--- src/common/ctmm_defs.svh ---
// CTMM mLoad shared widths and encodings
// Word and register sizes, guard token permission bits,
// namespace entry layout and C-List scaling
`ifndef CTMM_DEFS_SVH
`define CTMM_DEFS_SVH

// ====================
// Widths
// ====================
// Memory word and capability word
`define CTMM_WORD_W 64
// Capability register number
`define CTMM_CR_AW 4
// C-List index
`define CTMM_INDEX_W 10

// ====================
// Guard token permissions
// ====================
// Bit positions inside the 16-bit permissions field
`define CTMM_PERM_L 0
`define CTMM_PERM_M 1
`define CTMM_PERM_G 2

// ====================
// Namespace entry layout
// ====================
// Byte offsets of limit and seals words, location sits at offset 0
`define CTMM_NS_LIMIT_OFS 8
`define CTMM_NS_SEALS_OFS 16
// Index to byte offset, one 8-byte GT per C-List slot
`define CTMM_CLIST_SHIFT 3

`endif

--- src/common/ctmm_pkg.sv ---
// CTMM mLoad types
// Guard token and capability layouts, fault codes and the
// step encoding of the capability-fetch routine
`include "ctmm_defs.svh"

package ctmm_pkg;

    // ====================
    // Capability layout
    // ====================

    // Guard token, permissions on top, byte offset into namespace below
    typedef struct packed {
        logic [15:0] perms;
        logic [15:0] reserved;
        logic [31:0] offset;
    } gt_t;

    // Four-word capability register
    typedef struct packed {
        gt_t                      word0_gt;
        logic [`CTMM_WORD_W-1:0]  word1_location;
        logic [`CTMM_WORD_W-1:0]  word2_limit;
        logic [`CTMM_WORD_W-1:0]  word3_seals;
    } capability_reg_t;

    // Null values
    localparam gt_t             GT_NULL = '0;
    localparam capability_reg_t CR_NULL = '0;

    // ====================
    // Status and control
    // ====================

    typedef enum logic [1:0] {
        FAULT_NONE,
        FAULT_NULL_CAP,
        FAULT_PERM_L,
        FAULT_BOUNDS
    } fault_type_t;

    // Routine steps, in order of execution
    typedef enum logic [3:0] {
        STEP_IDLE,
        STEP_FETCH_SRC,
        STEP_CHECK_L,
        STEP_CHECK_BOUNDS,
        STEP_FETCH_W0,
        STEP_CHECK_NS,
        STEP_FETCH_W1,
        STEP_FETCH_W2,
        STEP_FETCH_W3,
        STEP_RESET_G,
        STEP_UPDATE_THREAD,
        STEP_COMPLETE,
        STEP_FAULT
    } mload_step_t;

endpackage

--- src/common/mload_ctrl_if.sv ---
// mLoad control link between sequencer and datapath
// Sequencer publishes the current step, datapath answers
// with check verdicts, word capture and the GT G flag
`timescale 1ns/1ps

interface mload_ctrl_if;
    import ctmm_pkg::*;

    // Current routine step
    mload_step_t step;

    // Verdict of the check owned by the current step
    logic        check_ok;
    fault_type_t check_fault;

    // Memory word latched this cycle
    logic        word_taken;

    // Fetched GT carries G
    logic        gt_has_g;

    modport sequencer (
        output step,
        input  check_ok,
        input  check_fault,
        input  word_taken,
        input  gt_has_g
    );

    modport datapath (
        input  step,
        output check_ok,
        output check_fault,
        output word_taken,
        output gt_has_g
    );

endinterface

--- src/mload/mload_sequencer.sv ---
// mLoad sequencer
// Runs the capability-fetch steps, latches the register
// numbers of the command, records the fault code and
// drives every status and write strobe from the step
`timescale 1ns/1ps
`include "ctmm_defs.svh"

module mload_sequencer (
    input  logic                    clk,
    input  logic                    rst_n,
    input  logic                    sub_start,
    input  logic [`CTMM_CR_AW-1:0]  sub_cr_src,
    input  logic [`CTMM_CR_AW-1:0]  sub_cr_dst,
    input  logic                    mem_rd_valid,
    mload_ctrl_if.sequencer         ctrl,
    output logic                    sub_busy,
    output logic                    sub_done,
    output logic                    sub_fault,
    output ctmm_pkg::fault_type_t   sub_fault_type,
    output logic [`CTMM_CR_AW-1:0]  cr_rd_addr,
    output logic [`CTMM_CR_AW-1:0]  cr_wr_addr,
    output logic                    cr_wr_en,
    output logic                    mem_rd_en,
    output logic                    thread_wr_en,
    output logic [`CTMM_CR_AW-1:0]  thread_wr_idx,
    output logic                    g_bit_reset
);
    import ctmm_pkg::*;

    mload_step_t              step_q;
    mload_step_t              step_d;
    logic [`CTMM_CR_AW-1:0]   cr_src_q;
    logic [`CTMM_CR_AW-1:0]   cr_dst_q;
    fault_type_t              fault_q;
    logic                     accept;
    logic                     word_in;

    // Commands only land while idle, busy pulses are dropped
    assign accept = (step_q == STEP_IDLE) && sub_start;

    // Word returned by memory and latched by the datapath
    assign word_in = mem_rd_valid && ctrl.word_taken;

    // ====================
    // Step register
    // ====================

    always_ff @(posedge clk or negedge rst_n) begin
        if (!rst_n) begin
            step_q <= STEP_IDLE;
        end else begin
            step_q <= step_d;
        end
    end

    always_comb begin
        step_d = step_q;
        case (step_q)
            STEP_IDLE:          if (accept) step_d = STEP_FETCH_SRC;
            STEP_FETCH_SRC:     step_d = STEP_CHECK_L;
            // Null and permission checks share one cycle
            STEP_CHECK_L:       step_d = ctrl.check_ok ? STEP_CHECK_BOUNDS : STEP_FAULT;
            STEP_CHECK_BOUNDS:  step_d = ctrl.check_ok ? STEP_FETCH_W0 : STEP_FAULT;
            STEP_FETCH_W0:      if (word_in) step_d = STEP_CHECK_NS;
            STEP_CHECK_NS:      step_d = ctrl.check_ok ? STEP_FETCH_W1 : STEP_FAULT;
            STEP_FETCH_W1:      if (word_in) step_d = STEP_FETCH_W2;
            STEP_FETCH_W2:      if (word_in) step_d = STEP_FETCH_W3;
            STEP_FETCH_W3: begin
                // G reset only when the GT carried it
                if (word_in) begin
                    step_d = ctrl.gt_has_g ? STEP_RESET_G : STEP_UPDATE_THREAD;
                end
            end
            STEP_RESET_G:       step_d = STEP_UPDATE_THREAD;
            STEP_UPDATE_THREAD: step_d = STEP_COMPLETE;
            STEP_COMPLETE:      step_d = STEP_IDLE;
            STEP_FAULT:         step_d = STEP_IDLE;
            default:            step_d = STEP_IDLE;
        endcase
    end

    assign ctrl.step = step_q;

    // ====================
    // Operand and fault latches
    // ====================

    // Source and destination register numbers of the command
    always_ff @(posedge clk or negedge rst_n) begin
        if (!rst_n) begin
            cr_src_q <= '0;
            cr_dst_q <= '0;
        end else if (accept) begin
            cr_src_q <= sub_cr_src;
            cr_dst_q <= sub_cr_dst;
        end
    end

    // Failing check leaves its code, fault cycle hands back FAULT_NONE
    always_ff @(posedge clk or negedge rst_n) begin
        if (!rst_n) begin
            fault_q <= FAULT_NONE;
        end else if (!ctrl.check_ok) begin
            fault_q <= ctrl.check_fault;
        end else if (step_q == STEP_FAULT) begin
            fault_q <= FAULT_NONE;
        end
    end

    // ====================
    // Strobes
    // ====================

    // Status to the caller
    assign sub_busy       = (step_q != STEP_IDLE);
    assign sub_done       = (step_q == STEP_COMPLETE);
    assign sub_fault      = (step_q == STEP_FAULT);
    assign sub_fault_type = fault_q;

    // Register file read only in the fetch-source cycle
    assign cr_rd_addr = (step_q == STEP_FETCH_SRC) ? cr_src_q : '0;

    // Direct write into CRd on completion
    assign cr_wr_addr = cr_dst_q;
    assign cr_wr_en   = (step_q == STEP_COMPLETE);

    // Read request held for the whole fetch step
    assign mem_rd_en = (step_q == STEP_FETCH_W0) ||
                       (step_q == STEP_FETCH_W1) ||
                       (step_q == STEP_FETCH_W2) ||
                       (step_q == STEP_FETCH_W3);

    // Thread slot of CRd and namespace G reset
    assign thread_wr_en  = (step_q == STEP_UPDATE_THREAD);
    assign thread_wr_idx = cr_dst_q;
    assign g_bit_reset   = (step_q == STEP_RESET_G);

endmodule

--- src/mload/mload_datapath.sv ---
// mLoad datapath
// Holds the index, the source capability and the capability
// under construction; runs the null, permission and bounds
// checks and forms memory addresses and write data
`timescale 1ns/1ps
`include "ctmm_defs.svh"

module mload_datapath (
    input  logic                       clk,
    input  logic                       rst_n,
    input  logic                       sub_start,
    input  logic [`CTMM_INDEX_W-1:0]   sub_index,
    input  ctmm_pkg::capability_reg_t  cr_rd_data,
    input  ctmm_pkg::capability_reg_t  cr15_namespace,
    input  logic [`CTMM_WORD_W-1:0]    mem_rd_data,
    input  logic                       mem_rd_valid,
    mload_ctrl_if.datapath             ctrl,
    output logic [`CTMM_WORD_W-1:0]    mem_addr,
    output ctmm_pkg::capability_reg_t  cr_wr_data,
    output logic [`CTMM_WORD_W-1:0]    thread_wr_data,
    output logic [`CTMM_WORD_W-1:0]    g_bit_addr
);
    import ctmm_pkg::*;

    logic [`CTMM_INDEX_W-1:0]  index_q;
    capability_reg_t           src_cap;
    capability_reg_t           result_cap;
    logic                      take_word;
    logic [`CTMM_WORD_W-1:0]   index_word;
    logic [`CTMM_WORD_W-1:0]   gt_offset_word;
    logic [`CTMM_WORD_W-1:0]   clist_addr;
    logic [`CTMM_WORD_W-1:0]   ns_entry_addr;
    logic                      src_is_null;
    logic                      src_can_load;
    logic                      index_in_bounds;
    logic                      ns_ok;
    gt_t                       gt_clear;

    // ====================
    // Operand latches
    // ====================

    // Index captured with the accepted command
    always_ff @(posedge clk) begin
        if (ctrl.step == STEP_IDLE && sub_start) begin
            index_q <= sub_index;
        end
    end

    // CRn value from the register file read cycle
    always_ff @(posedge clk) begin
        if (ctrl.step == STEP_FETCH_SRC) begin
            src_cap <= cr_rd_data;
        end
    end

    // ====================
    // Result capability
    // ====================

    // Fetch steps capture on the returning word
    assign take_word = mem_rd_valid &&
                       (ctrl.step == STEP_FETCH_W0 || ctrl.step == STEP_FETCH_W1 ||
                        ctrl.step == STEP_FETCH_W2 || ctrl.step == STEP_FETCH_W3);
    assign ctrl.word_taken = take_word;

    // Built word by word, emptied between commands
    always_ff @(posedge clk or negedge rst_n) begin
        if (!rst_n) begin
            result_cap <= CR_NULL;
        end else if (ctrl.step == STEP_IDLE) begin
            result_cap <= CR_NULL;
        end else if (take_word) begin
            case (ctrl.step)
                STEP_FETCH_W0: result_cap.word0_gt       <= gt_t'(mem_rd_data);
                STEP_FETCH_W1: result_cap.word1_location <= mem_rd_data;
                STEP_FETCH_W2: result_cap.word2_limit    <= mem_rd_data;
                STEP_FETCH_W3: result_cap.word3_seals    <= mem_rd_data;
                default:       result_cap <= result_cap;
            endcase
        end
    end

    assign ctrl.gt_has_g = result_cap.word0_gt.perms[`CTMM_PERM_G];

    // ====================
    // Checks
    // ====================

    assign index_word     = {{(`CTMM_WORD_W-`CTMM_INDEX_W){1'b0}}, index_q};
    assign gt_offset_word = {{(`CTMM_WORD_W-32){1'b0}}, result_cap.word0_gt.offset};

    // CRn must be live and grant L or M
    assign src_is_null  = (src_cap.word0_gt == GT_NULL);
    assign src_can_load = src_cap.word0_gt.perms[`CTMM_PERM_L] ||
                          src_cap.word0_gt.perms[`CTMM_PERM_M];

    // Index strictly below CRn limit
    assign index_in_bounds = (index_word < src_cap.word2_limit);

    // GT offset inside CR15, and CR15 needs M
    assign ns_ok = (gt_offset_word < cr15_namespace.word2_limit) &&
                   cr15_namespace.word0_gt.perms[`CTMM_PERM_M];

    // Verdict for the check owned by the current step
    always_comb begin
        ctrl.check_ok    = 1'b1;
        ctrl.check_fault = FAULT_NONE;
        case (ctrl.step)
            STEP_CHECK_L: begin
                // Null wins over missing permission
                if (src_is_null) begin
                    ctrl.check_ok    = 1'b0;
                    ctrl.check_fault = FAULT_NULL_CAP;
                end else if (!src_can_load) begin
                    ctrl.check_ok    = 1'b0;
                    ctrl.check_fault = FAULT_PERM_L;
                end
            end
            STEP_CHECK_BOUNDS: begin
                if (!index_in_bounds) begin
                    ctrl.check_ok    = 1'b0;
                    ctrl.check_fault = FAULT_BOUNDS;
                end
            end
            STEP_CHECK_NS: begin
                if (!ns_ok) begin
                    ctrl.check_ok    = 1'b0;
                    ctrl.check_fault = FAULT_BOUNDS;
                end
            end
            default: begin
                ctrl.check_ok    = 1'b1;
                ctrl.check_fault = FAULT_NONE;
            end
        endcase
    end

    // ====================
    // Addressing
    // ====================

    // GT slot in the CRn C-List
    assign clist_addr = src_cap.word1_location + (index_word << `CTMM_CLIST_SHIFT);

    // Namespace entry, GT offset is already in bytes
    assign ns_entry_addr = cr15_namespace.word1_location + gt_offset_word;

    always_comb begin
        case (ctrl.step)
            STEP_FETCH_W0: mem_addr = clist_addr;
            STEP_FETCH_W1: mem_addr = ns_entry_addr;
            STEP_FETCH_W2: mem_addr = ns_entry_addr + `CTMM_WORD_W'(`CTMM_NS_LIMIT_OFS);
            STEP_FETCH_W3: mem_addr = ns_entry_addr + `CTMM_WORD_W'(`CTMM_NS_SEALS_OFS);
            default:       mem_addr = '0;
        endcase
    end

    // G lives in the seals word of the entry
    assign g_bit_addr = ns_entry_addr + `CTMM_WORD_W'(`CTMM_NS_SEALS_OFS);

    // ====================
    // Write data
    // ====================

    // GT handed on without G
    always_comb begin
        gt_clear                    = result_cap.word0_gt;
        gt_clear.perms[`CTMM_PERM_G] = 1'b0;
    end

    always_comb begin
        cr_wr_data          = result_cap;
        cr_wr_data.word0_gt = gt_clear;
    end

    // Saved GT lets the thread reload CRd later
    assign thread_wr_data = gt_clear;

endmodule

--- src/verilog/ctmm_mload.sv ---
// CTMM mLoad capability-fetch routine
// Trusted fetch of a capability from a C-List through the
// CR15 namespace, written straight into CRd and its thread slot
`timescale 1ns/1ps
`include "ctmm_defs.svh"

module ctmm_mload (
    input  logic                       clk,
    input  logic                       rst_n,
    // Command from the calling instruction
    input  logic                       sub_start,
    input  logic [`CTMM_CR_AW-1:0]     sub_cr_src,
    input  logic [`CTMM_CR_AW-1:0]     sub_cr_dst,
    input  logic [`CTMM_INDEX_W-1:0]   sub_index,
    output logic                       sub_busy,
    output logic                       sub_done,
    output logic                       sub_fault,
    output ctmm_pkg::fault_type_t      sub_fault_type,
    // Capability register file
    output logic [`CTMM_CR_AW-1:0]     cr_rd_addr,
    input  ctmm_pkg::capability_reg_t  cr_rd_data,
    output logic [`CTMM_CR_AW-1:0]     cr_wr_addr,
    output ctmm_pkg::capability_reg_t  cr_wr_data,
    output logic                       cr_wr_en,
    // Namespace register
    input  ctmm_pkg::capability_reg_t  cr15_namespace,
    // Memory read port
    output logic [`CTMM_WORD_W-1:0]    mem_addr,
    output logic                       mem_rd_en,
    input  logic [`CTMM_WORD_W-1:0]    mem_rd_data,
    input  logic                       mem_rd_valid,
    // Thread slot update
    output logic                       thread_wr_en,
    output logic [`CTMM_CR_AW-1:0]     thread_wr_idx,
    output logic [`CTMM_WORD_W-1:0]    thread_wr_data,
    // Namespace G reset
    output logic                       g_bit_reset,
    output logic [`CTMM_WORD_W-1:0]    g_bit_addr
);

    mload_ctrl_if ctrl_if ();

    // Steps, fault code and strobes
    mload_sequencer i_mload_sequencer (
        .clk            (clk),
        .rst_n          (rst_n),
        .sub_start      (sub_start),
        .sub_cr_src     (sub_cr_src),
        .sub_cr_dst     (sub_cr_dst),
        .mem_rd_valid   (mem_rd_valid),
        .ctrl           (ctrl_if.sequencer),
        .sub_busy       (sub_busy),
        .sub_done       (sub_done),
        .sub_fault      (sub_fault),
        .sub_fault_type (sub_fault_type),
        .cr_rd_addr     (cr_rd_addr),
        .cr_wr_addr     (cr_wr_addr),
        .cr_wr_en       (cr_wr_en),
        .mem_rd_en      (mem_rd_en),
        .thread_wr_en   (thread_wr_en),
        .thread_wr_idx  (thread_wr_idx),
        .g_bit_reset    (g_bit_reset)
    );

    // Latches, checks, addresses and write data
    mload_datapath i_mload_datapath (
        .clk            (clk),
        .rst_n          (rst_n),
        .sub_start      (sub_start),
        .sub_index      (sub_index),
        .cr_rd_data     (cr_rd_data),
        .cr15_namespace (cr15_namespace),
        .mem_rd_data    (mem_rd_data),
        .mem_rd_valid   (mem_rd_valid),
        .ctrl           (ctrl_if.datapath),
        .mem_addr       (mem_addr),
        .cr_wr_data     (cr_wr_data),
        .thread_wr_data (thread_wr_data),
        .g_bit_addr     (g_bit_addr)
    );

endmodule

--- config.mk ---
export PLATFORM = sky130hd
export DESIGN_NAME = ctmm_mload
export DESIGN_NICKNAME = d
export VERILOG_FILES = /design/src/common/ctmm_pkg.sv /design/src/common/mload_ctrl_if.sv /design/src/mload/mload_sequencer.sv /design/src/mload/mload_datapath.sv /design/src/verilog/ctmm_mload.sv
export VERILOG_INCLUDE_DIRS = /design/src /design/src/common
export SDC_FILE = /design/constraint.sdc
export NUM_CORES = 1
export LEC_CHECK = 0
export BUFFER_PORTS_ARGS = -buffer_cell sky130_fd_sc_hd__buf_2
export CAP_MARGIN = 10
export CORE_AREA = 2 2 411 413
export CTS_CLUSTER_SIZE = 24
export DETAILED_ROUTE_END_ITERATION = 10
export DIE_AREA = 0 0 413 415
export PLACE_DENSITY_LB_ADDON = 0.3
export SLEW_MARGIN = 20
export SYNTH_ARGS = -nofsm -noshare
export SYNTH_HDL_FRONTEND = slang
export SYNTH_HIERARCHICAL = 1
export SYNTH_SLANG_ARGS = --single-unit
--- constraint.sdc ---
create_clock -name clk -period 30 [get_ports clk]
set_clock_uncertainty 0.05 [all_clocks]
set_input_delay 7.5 -clock clk [delete_from_list [all_inputs] [get_ports clk]]
set_output_delay 7.5 -clock clk [all_outputs]
set_load 0.02 [all_outputs]
=== Yosys cells after proc, flatten, opt, wreduce, memory -nomap -nowiden ===
Cells that the tools add are included.

* $add $sub $neg: 4
* Equality and inequality tests: 18
* Muxes and demuxes: 30
* Reduce and logical (&&, ||, !) cells: 21
* $lt $le $gt $ge: 2

{| class="wikitable"
|+ Operators with widths
! operator !! number
|-
| 256-bit two-way mux || 2
|-
| 64-bit two-way mux || 4
|-
| 64-bit one-hot mux with 4 select lines || 1
|-
| 64-bit by 13-bit adder with 64-bit output || 1
|-
| 64-bit by 32-bit adder with 64-bit output || 1
|-
| 64-bit by 4-bit adder with 64-bit output (second input constant) || 1
|-
| 64-bit by 5-bit adder with 64-bit output (second input constant) || 1
|-
| 64-bit zero test || 1
|-
| 10-bit by 64-bit less-than comparator with 1-bit output || 1
|-
| 32-bit by 64-bit less-than comparator with 1-bit output || 1
|-
| 4-bit one-hot mux with 11 select lines || 1
|-
| 4-bit two-way mux || 9
|-
| 4-bit == test (second input constant) || 5
|-
| 4-bit by 3-bit == test with 1-bit output (second input constant) || 4
|-
| 2-bit two-way mux || 7
|-
| 2-bit inequality test (second input constant) || 6
|-
| 2-bit nonzero test || 5
|-
| 4-bit by 2-bit == test with 1-bit output (second input constant) || 2
|-
| 2-bit AND reduction || 4
|-
| 2-bit one-hot mux with 3 select lines || 1
|-
| 5-bit AND reduction || 1
|-
| 4-bit by 1-bit == test with 1-bit output (second input constant) || 1
|-
| 1-bit logical AND || 4
|-
| 4-bit zero test || 1
|-
| other kinds (4) || 10
|}

* Output and inout bits: 469
* Input port bits: 598
* Logic and storage cells: 91
* Register bits after elaboration: 472

=== Longest topological paths before layout ===
Gate-level depths: netlist of the first run.

* Depth after elaboration: 8
* Mapped depth: 18
* Mapped depth without buffers: 17

=== Cells and area by module ===
The synthesis of the first run kept the hierarchy.

{| class="wikitable"
|+ By module, submodules not included
! module !! area an instance (µm²) !! times used !! cells an instance !! seq. area each (µm²)
|-
| mload_datapath || 26,927.1 || 1 || 2,918 || 12,472.0
|-
| mload_sequencer || 855.8 || 1 || 89 || 350.3
|}

=== Least setup slack after synthesis of the first run ===
OpenSTA, ideal clock, no wires.

* Kind: register -> register
* Start point: reg i_mload_sequencer.step_q[0], in the netlist i_mload_sequencer/ctrl.step[0]
* End point: reg i_mload_datapath/src_cap[100] (netlist bit), enable pin
* Data required time: 28.736 ns
* Clock period less this slack: 20.131 ns
* Path buffers: 1
* Cell stages (with the launch flop): 4
* Data arrival time: 18.867 ns
* Setup time: 1.214 ns
* Setup slack: 9.869 ns
* Path through: dfrtp_1 -> inv_1 -> clkbuf_1 -> nor4_1

* Word-level cells in the longest chain between the ends: 1

{| class="wikitable"
|+ RTL lines
! element !! line !! RTL
|-
| from (decl) || mload_sequencer.sv:30 || <nowiki>mload_step_t step_q;</nowiki>
|-
| from (signal assigned) || mload_sequencer.sv:52 || <nowiki>step_q <= step_d;</nowiki>
|-
| 4-bit by 1-bit == test with 1-bit output || mload_datapath.sv:52 || <nowiki>if (ctrl.step == STEP_FETCH_SRC) begin</nowiki>
|-
| to (signal assigned) || mload_datapath.sv:53 || <nowiki>src_cap <= cr_rd_data;</nowiki>
|-
| to (decl) || mload_datapath.sv:26 || <nowiki>capability_reg_t src_cap;</nowiki>
|}

Every way passes these cells.
A chain may end at the register's enable or synchronous reset.

=== Worst setup path in the final report of the first run ===
* Start point: in cr15_namespace[128] (netlist bit)
* End point: out mem_addr[36]

* Word-level cells in the longest chain between the ends: 3
* Elaborated cells on any way between the ends: 4
* Those cells by class: 3 x add/sub; 1 x mux

{| class="wikitable"
|+ RTL lines
! element !! line !! RTL
|-
| from (decl) || ctmm_mload.sv:26 || <nowiki>input ctmm_pkg::capability_reg_t cr15_namespace,</nowiki>
|-
| 64-bit by 32-bit adder with 64-bit output * || mload_datapath.sv:147 || <nowiki>assign ns_entry_addr = cr15_namespace.word1_location + gt_offset_word;</nowiki>
|-
| 64-bit by 5-bit adder with 64-bit output / 64-bit by 4-bit adder with 64-bit output (equally long branches) || mload_datapath.sv:154, mload_datapath.sv:153 ||
|-
| 64-bit one-hot mux with 4 select lines * || mload_datapath.sv:150 || <nowiki>case (ctrl.step)</nowiki>
|-
| to (decl) || ctmm_mload.sv:28 || <nowiki>output logic [`CTMM_WORD_W-1:0] mem_addr,</nowiki>
|}

Every way passes the cells marked *; elsewhere a longest branch is shown, timed or not.

==> impl_results.md, run 1 <==
* Clock net sink count at 472
* GP Congestion at 0.9032
* Antenna viol nets, final at 0
* Initial antenna violation count at 73
* CTS buffer count at 58
* CP Data Arrival Time at 14060 ps
* WHS Path Cells at 2
* Actual slew at the worst max-slew pin at 1174 ps
* Initial cell density of the core at 16.67%
* Worst r2r dst: i_mload_sequencer/ctrl.step[1]
* Crit. End Element: output pin
* Status: finished, final reports clean
* Core Area at 166700 um^2
* Worst Setup Path Type: in2out
* Final Slew Violations at 0
* Peak supply drop at 0.07528 mV
* Number of stages on the worst setup path at 15
* Setup TNS at 0 ps
* Total detailed-routing wirelength at 168.7 mm
* Clock latency on the worst-skew pair at 680 ps
* Crit-path max cell delay at 890 ps
* Slew HR at a little over a fifth
* Post-CTS Hold Buffers at 0
* Worst path required time at 22450 ps
* R2R cell count at 15
* Crit-path cells: buf_2 -> ha_1 -> fa_1 -> a211oi_2 -> o21ai_2 -> a41oi_1 -> a21oi_1 -> xor2_1 -> nand4b_4 -> nor3_2 -> nor2b_1 -> nor4b_1 -> a21oi_1 -> o22ai_1 -> buf_2
* Worst r2r src: i_mload_datapath/cr_wr_data[193]
* CTS Root Cell: clkbuf_16
* CTS tree: built
* Die width at 413 um
* Layout cells sized above 1 at between 20 and 30%
* Distinct cells, synth at between 100 and 150
* Global route overflow at 0
* Routed WL per cell at approximately 28 um
* Tmin final at 21610 ps
* Number of global-route vias before repair at 26510
* Clk buf depth at 3
* First-pass DRT Iterations at 6
* Gate Count Post-Synth at 3007
* # setup viols final at 0
* Buffers & Inverters on Critical Path at 2
* Ports at around 1100
* Peak Freq at 46.27 MHz
* Most common library cell in the layout ignoring fill and taps: buf_2
* Hold endpoint: i_mload_datapath/cr_wr_data[18]
* Internal power at 1925 uW
* Register area share after synthesis at 46.15%
* HP Class: reg2reg
* Async SR Flop Fraction at 57.20%
* DIE HEIGHT at a little over 400 um
* WHS at 430.5 ps
* Synth top area cells: dfrtp_1 24%, edfxtp_1 22%, nand2_1 8.3%, a21oi_1 3.9%, ha_1 3.8%
* Post-CTS Setup Inserts at 0
* Main synth FF type: dfrtp_1
* Static leakage at 0.01547 uW
* Total global-route track usage at 18.99%
* Vias per cell at 4.507
* PostCTS Resize Cnt at 0
* Nets at roughly 4400
* Yosys warns at 6
* Total of max-cap violations at 0
* Initial drt markers at 2124
* Flops & latches, synth at 472
* First-pass GRT wire length at 226.3 mm
* CP top delay family: simple AND/OR/NAND/NOR gates
* Reg power frac at 26.3%
* Yosys top cell by area: dfrtp_1
* Crit start category: input port
* Layout area overhead at 30.06%
* Period utilization at 72.04%
* Psw at about 2100 uW
* CP max FO at 14
* Cell Area, Synth at between 20000 and 30000 um^2
* Detailed-route via count at 27160
* Pin count of the biggest net entering global routing at approximately 160
* Total power at 4071 uW
* RSZ-0062 raised after global routing: false
* Hold Crit Start: i_mload_datapath/cr_wr_data[18]
* Combinational share of power at 55.7%
* CTS H-tree lvls at 2
* EDFF count, synth at 202
* CP max stage cell: xor2_1
* Sw frac at 52.73%
* Hold Violations, Final at 0
* Number of port buffers at 873
* Die ar. at 171400 um^2
* DRC at 0
* Rows at 150
* Area fraction of the dominant cell type after synthesis at 24.32%
* DP HPWL at 138.7 mm
* Clock share of power at between 10% and 20%
* Reg2reg setup slack at 25170 ps
* P per Cell Area at 112.7 nW/um^2
* Mean Syn Cell Area at 9.239 um^2
* Commonest cells after routing, fill and taps aside: 872 x buf_2, 610 x nand2_1, 270 x dfrtp_1, 218 x a21oi_1, 206 x o21ai_0
* Worst-path clk slew at 60 ps
Yosys cell counts (9+ instances only):
library cell  number
or3_1             19
nand2b_1          18
nor2b_1           11
and4_1            25
o21ai_0          207
and2_1            27
o311ai_0          10
a211o_1           10
nand3_1           82
o221ai_1          14
a31oi_1           10
o21ai_1           15
nor2_1           134
nor3_1            57
nand2_1          613
nand4_1           76
buf_4             80
a211oi_1          11
clkbuf_1         104
dfrtp_1          270
mux2i_1           10
o211ai_1          16
ha_1              84
edfxtp_1         202
and3_1            32
buf_2             24
xnor2_1          111
nor4_1            64
a21o_1            38
a21oi_1          218
inv_1             72
a22oi_1           15
o31ai_1            9
xor2_1            60
o21a_1            12
or2_2             13
o22ai_1           28
registers in the layout, indices dropped and copies added, names as in the netlist:
signal,cells
i_mload_datapath/ctrl.gt_has_g,1
i_mload_sequencer/sub_fault_type,2
i_mload_datapath/cr_wr_data,255
i_mload_datapath/index_q,10
i_mload_sequencer/cr_src_q,4
i_mload_datapath/src_cap,192
i_mload_sequencer/cr_wr_addr,4
i_mload_sequencer/ctrl.step,4
power by group through the flow:
stage               logic, uW  registers (uW)  clock network (uW)
floorplan                1150            1220                   0
global placement         2290            1080                   0
CTS                      2300            1080                 762
detailed placement       2290            1090                   0
finish                   2270            1070                 736
global route             2440            1100                 784
cell type report:
cell class	count	area, um^2
antenna	11	27.53
clock buffer	80	1614
clock inverter	27	334.1
fill	18630	130500
inverter	74	277.8
multi-input combinational	2242	13580
sequential	472	12820
tap	2204	2758
timing repair buffer	915	4720
kinds of logic (layout without fill, tap and decap cells):
logic type / count (synthesis) / in the layout / share of synthesized area (%)
buffers and inverters: 294 / 1096 / 5.274
flip-flops: 472 / 472 / 46.15
AND/OR/NAND/NOR: 1232 / 1232 / 21.59
multiplexers: 19 / 19 / 0.7386
adder cells (fa/ha/maj): 86 / 86 / 3.927
XOR/XNOR: 172 / 172 / 5.449
other: 1 / 13 / 0.01350
AO/OA/AOI/OAI: 731 / 731 / 16.86
how the worst max path moves through the flow:
stage,startpoint,endpoint
floorplan,i_mload_sequencer/ctrl.step[0],i_mload_datapath/src_cap[100]
global placement,cr15_namespace[128],mem_addr[36]
detailed placement,cr15_namespace[128],mem_addr[36]
CTS,cr15_namespace[128],mem_addr[36]
global route,cr15_namespace[128],mem_addr[36]
finish,cr15_namespace[128],mem_addr[36]
through the flow:
step	area, um^2	cells	setup WS (ps)	utilization (%)
6_report	36130	6025	8389	21.68
5_1_grt	36110	6014	8343	21.66
3_5_place_dp	34160	5907	8485	20.50
3_3_place_gp	34160	5907	8523	20.50
2_1_floorplan	27790	3008	9869	-
4_1_cts	36110	6014	8490	21.66
tightest hold or removal path, delay by kind of cell, from the launching register on:
| family | cells | cell delay [ps] |
|---|---|---|
| DFF | 1 | 340 |
| and+or+nand+nor | 1 | 40 |
| AOI/OAI and AO/OA | 1 | 60 |
per-layer routing:
layer  track usage (%)  wire (um)
met5                 0        251
met4             4.512       4387
met3             6.317      15730
met2             31.62      79220
met1             23.48      69120
No activity file was read; power rests on OpenSTA's default activity.
==> run 2: changes to the inputs <==
==> constraint.sdc (replaced) <==
create_clock -name clk -period 22.5 [get_ports clk]
set_clock_uncertainty 0.05 [all_clocks]
set_input_delay 5.625 -clock clk [delete_from_list [all_inputs] [get_ports clk]]
set_output_delay 5.625 -clock clk [all_outputs]
set_load 0.02 [all_outputs]
==> run 2 against run 1 <==
Compared with the run above:
- sequential power increased by 34%
- flip-flop and latch count unchanged
- register-to-register slack got worse by 7600 ps
- wire length increased by 0.77%
- utilization increased by 0.053 points
- cell count about the same
- power increased by 34%
- clock-buffer cell count decreased by 8
- non-clock buffer count decreased by 1
- via count decreased by 0.14%
- cell area increased by 0.24%
- clock power increased by 39%
- largest cell class unchanged
==> impl_results.md, run 2 (same netlist as run 1, synthesis figures left out) <==
* Status: finished, final reports clean
* Fin cells at 6031 (+0.10%)
* CTS Root Cell: clkbuf_16
* Worst Setup Path Type: in2out
* Core Area at 166700 um^2 (unchanged)
* Slew HR at 19.28% (-2.5 points)
* Initial cell density of the core at 16.67% (unchanged)
* DIE HEIGHT at 415 um (unchanged)
* Worst path required time at 16830 ps (-5620 ps)
* Clock latency on the worst-skew pair at 710 ps (+30 ps)
* Rows at 150 (unchanged)
* P per Cell Area at 151.1 nW/um^2 (+34%)
* CTS tree: built
* Critical Path Start: cr15_namespace[128]
* HP Class: reg2reg
* Actual slew at the worst max-slew pin at 1201 ps (+27.09 ps)
* Antenna viol nets, final at 0 (unchanged)
* Fin util at 21.73% (+0.053 points)
* Footprint of the multi-input gates at 13580 um^2 (unchanged)
* Pin count of the biggest net entering global routing at 158 (unchanged)
* CTS H-tree lvls at 2 (unchanged)
* First-pass DRT Iterations at 8 (+2)
* Nets at 4448 (+0.022%)
* Final Slew Violations at 0 (unchanged)
* Total of max-cap violations at 0 (unchanged)
* CTS buffer count at 60 (+3.4%)
* Commonest cells after routing, fill and taps aside: 872 x buf_2, 610 x nand2_1, 270 x dfrtp_1, 218 x a21oi_1, 206 x o21ai_0
* GP Congestion at 0.8939 (-1.0%)
* Inst Count DP at 5906 (-0.017%)
* Hold Violations, Final at 0 (unchanged)
* FF+latch area at 12820 um^2 (unchanged)
* Crit start category: input port
* RSZ-0062 raised after global routing: false
* DRC at 0 (unchanged)
* Total global-route track usage at 19.16% (+0.16 points)
* Initial drt markers at 2193 (+3.2%)
* Detailed-route via count at 27120 (-0.14%)
* Post-CTS Setup Inserts at 0 (unchanged)
* # setup viols final at 0 (unchanged)
* Most common library cell in the layout ignoring fill and taps: buf_2
* Setup TNS at 0 ps (unchanged)
* Vias per cell at 4.496 (-0.24%)
* Reg2reg setup slack at 17580 ps (-7590 ps)
* Layout area overhead at 30.37%
* Fillers at 18630 (-0.0054%)
* Total detailed-routing wirelength at 170.0 mm (+0.77%)
* Period utilization at 79.22%
* Ports at 1067 (unchanged)
* Global route overflow at 0 (unchanged)
* Layout cells sized above 1 at 29.39% (+0.13 points)
* PostCTS Resize Cnt at 0 (unchanged)
* Number of global-route vias before repair at 26930 (+1.6%)
* Initial antenna violation count at 82 (+12%)
* Clock net sink count at 472 (unchanged)
* Routed WL per cell at 28.19 um (+0.67%)
* Crit. End Element: output pin
* CP Data Arrival Time at 12150 ps (-1910 ps)
* DP HPWL at 138.7 mm (about the same)
* Number of flip-flops in the largest register at 255 (unchanged)
* Hold Crit Start: i_mload_datapath/cr_wr_data[18]
* Peak Freq at 56.11 MHz
* Peak supply drop at 0.07180 mV (-4.6%)
* Number of port buffers at 873 (unchanged)
* Worst-path clk slew at 60 ps (about the same)
* First-pass GRT wire length at 228.1 mm (+0.78%)
* Static leakage at 0.01550 uW (+0.18%)
* Post-CTS Hold Buffers at 0 (unchanged)
* CP max FO at 14 (unchanged)
* Die width at 413 um (unchanged)
* Die ar. at 171400 um^2 (unchanged)
* Tmin final at roughly 18000 ps
* Worst r2r src: i_mload_datapath/cr_wr_data[193]
* Clk buf depth at 3 (unchanged)
run 2: critical path, cell delays in order:
cell and delay [ps]:
buf_2 100, ha_1 270, fa_1 580, a211oi_2 510
o21ai_2 210, a41oi_1 580, a21oi_1 170, xor2_1 920
nand4b_4 410, nor3_2 840, nor2b_1 430, nor4b_1 690
a21oi_1 150, o22ai_1 380, buf_2 250
run 2: worst paths after layout:
path                       depth (start not counted)                                to
setup / recovery                                  15                      mem_addr[36]
hold / removal                                     2   i_mload_datapath/cr_wr_data[18]
setup reg to reg                                  14    i_mload_sequencer/ctrl.step[2]
hold reg to reg                                    2   i_mload_datapath/cr_wr_data[18]
max in group asynchronous                          3  i_mload_datapath/cr_wr_data[114]
min in group asynchronous                          1   i_mload_datapath/cr_wr_data[19]
run 2: metal layers:
metal,vias to the layer above,GRT usage (%),share of wire (%)
met5,-,0,0.21
met4,50,4.561,2.7
met3,252,6.624,9.3
met2,1132,32.37,47
met1,13300,23.13,41
li1,12380,-,-
run 2: final cells by class:
type,count,share of cell area (%)
Inverter,74,0.7669
Sequential cell,472,35.40
Antenna cell,13,0.08981
Clock buffer,72,4.380
Timing Repair Buffer,914,13.01
Clock inverter,40,1.247
Tap cell,2204,7.613
Multi-Input combinational cell,2242,37.49
run 2: through the flow:
stage               area, um^2  hold WS (ps)  worst slack (ps)  power [uW]
global route             36190         456.2              4615        5797
global placement         34150         408.8              4847        4496
CTS                      36190         429.2              4802        5566
finish                   36220         427.0              4677        5472
floorplan                27790         413.8              2369        3166
detailed placement       34150         416.3              4853        4508
run 2: where the power goes:
part           internal [uW]  leakage (uW)  switching, uW
Combinational            806       0.00912           2210
Clock                    577      0.000981            446
Sequential              1200       0.00540            233
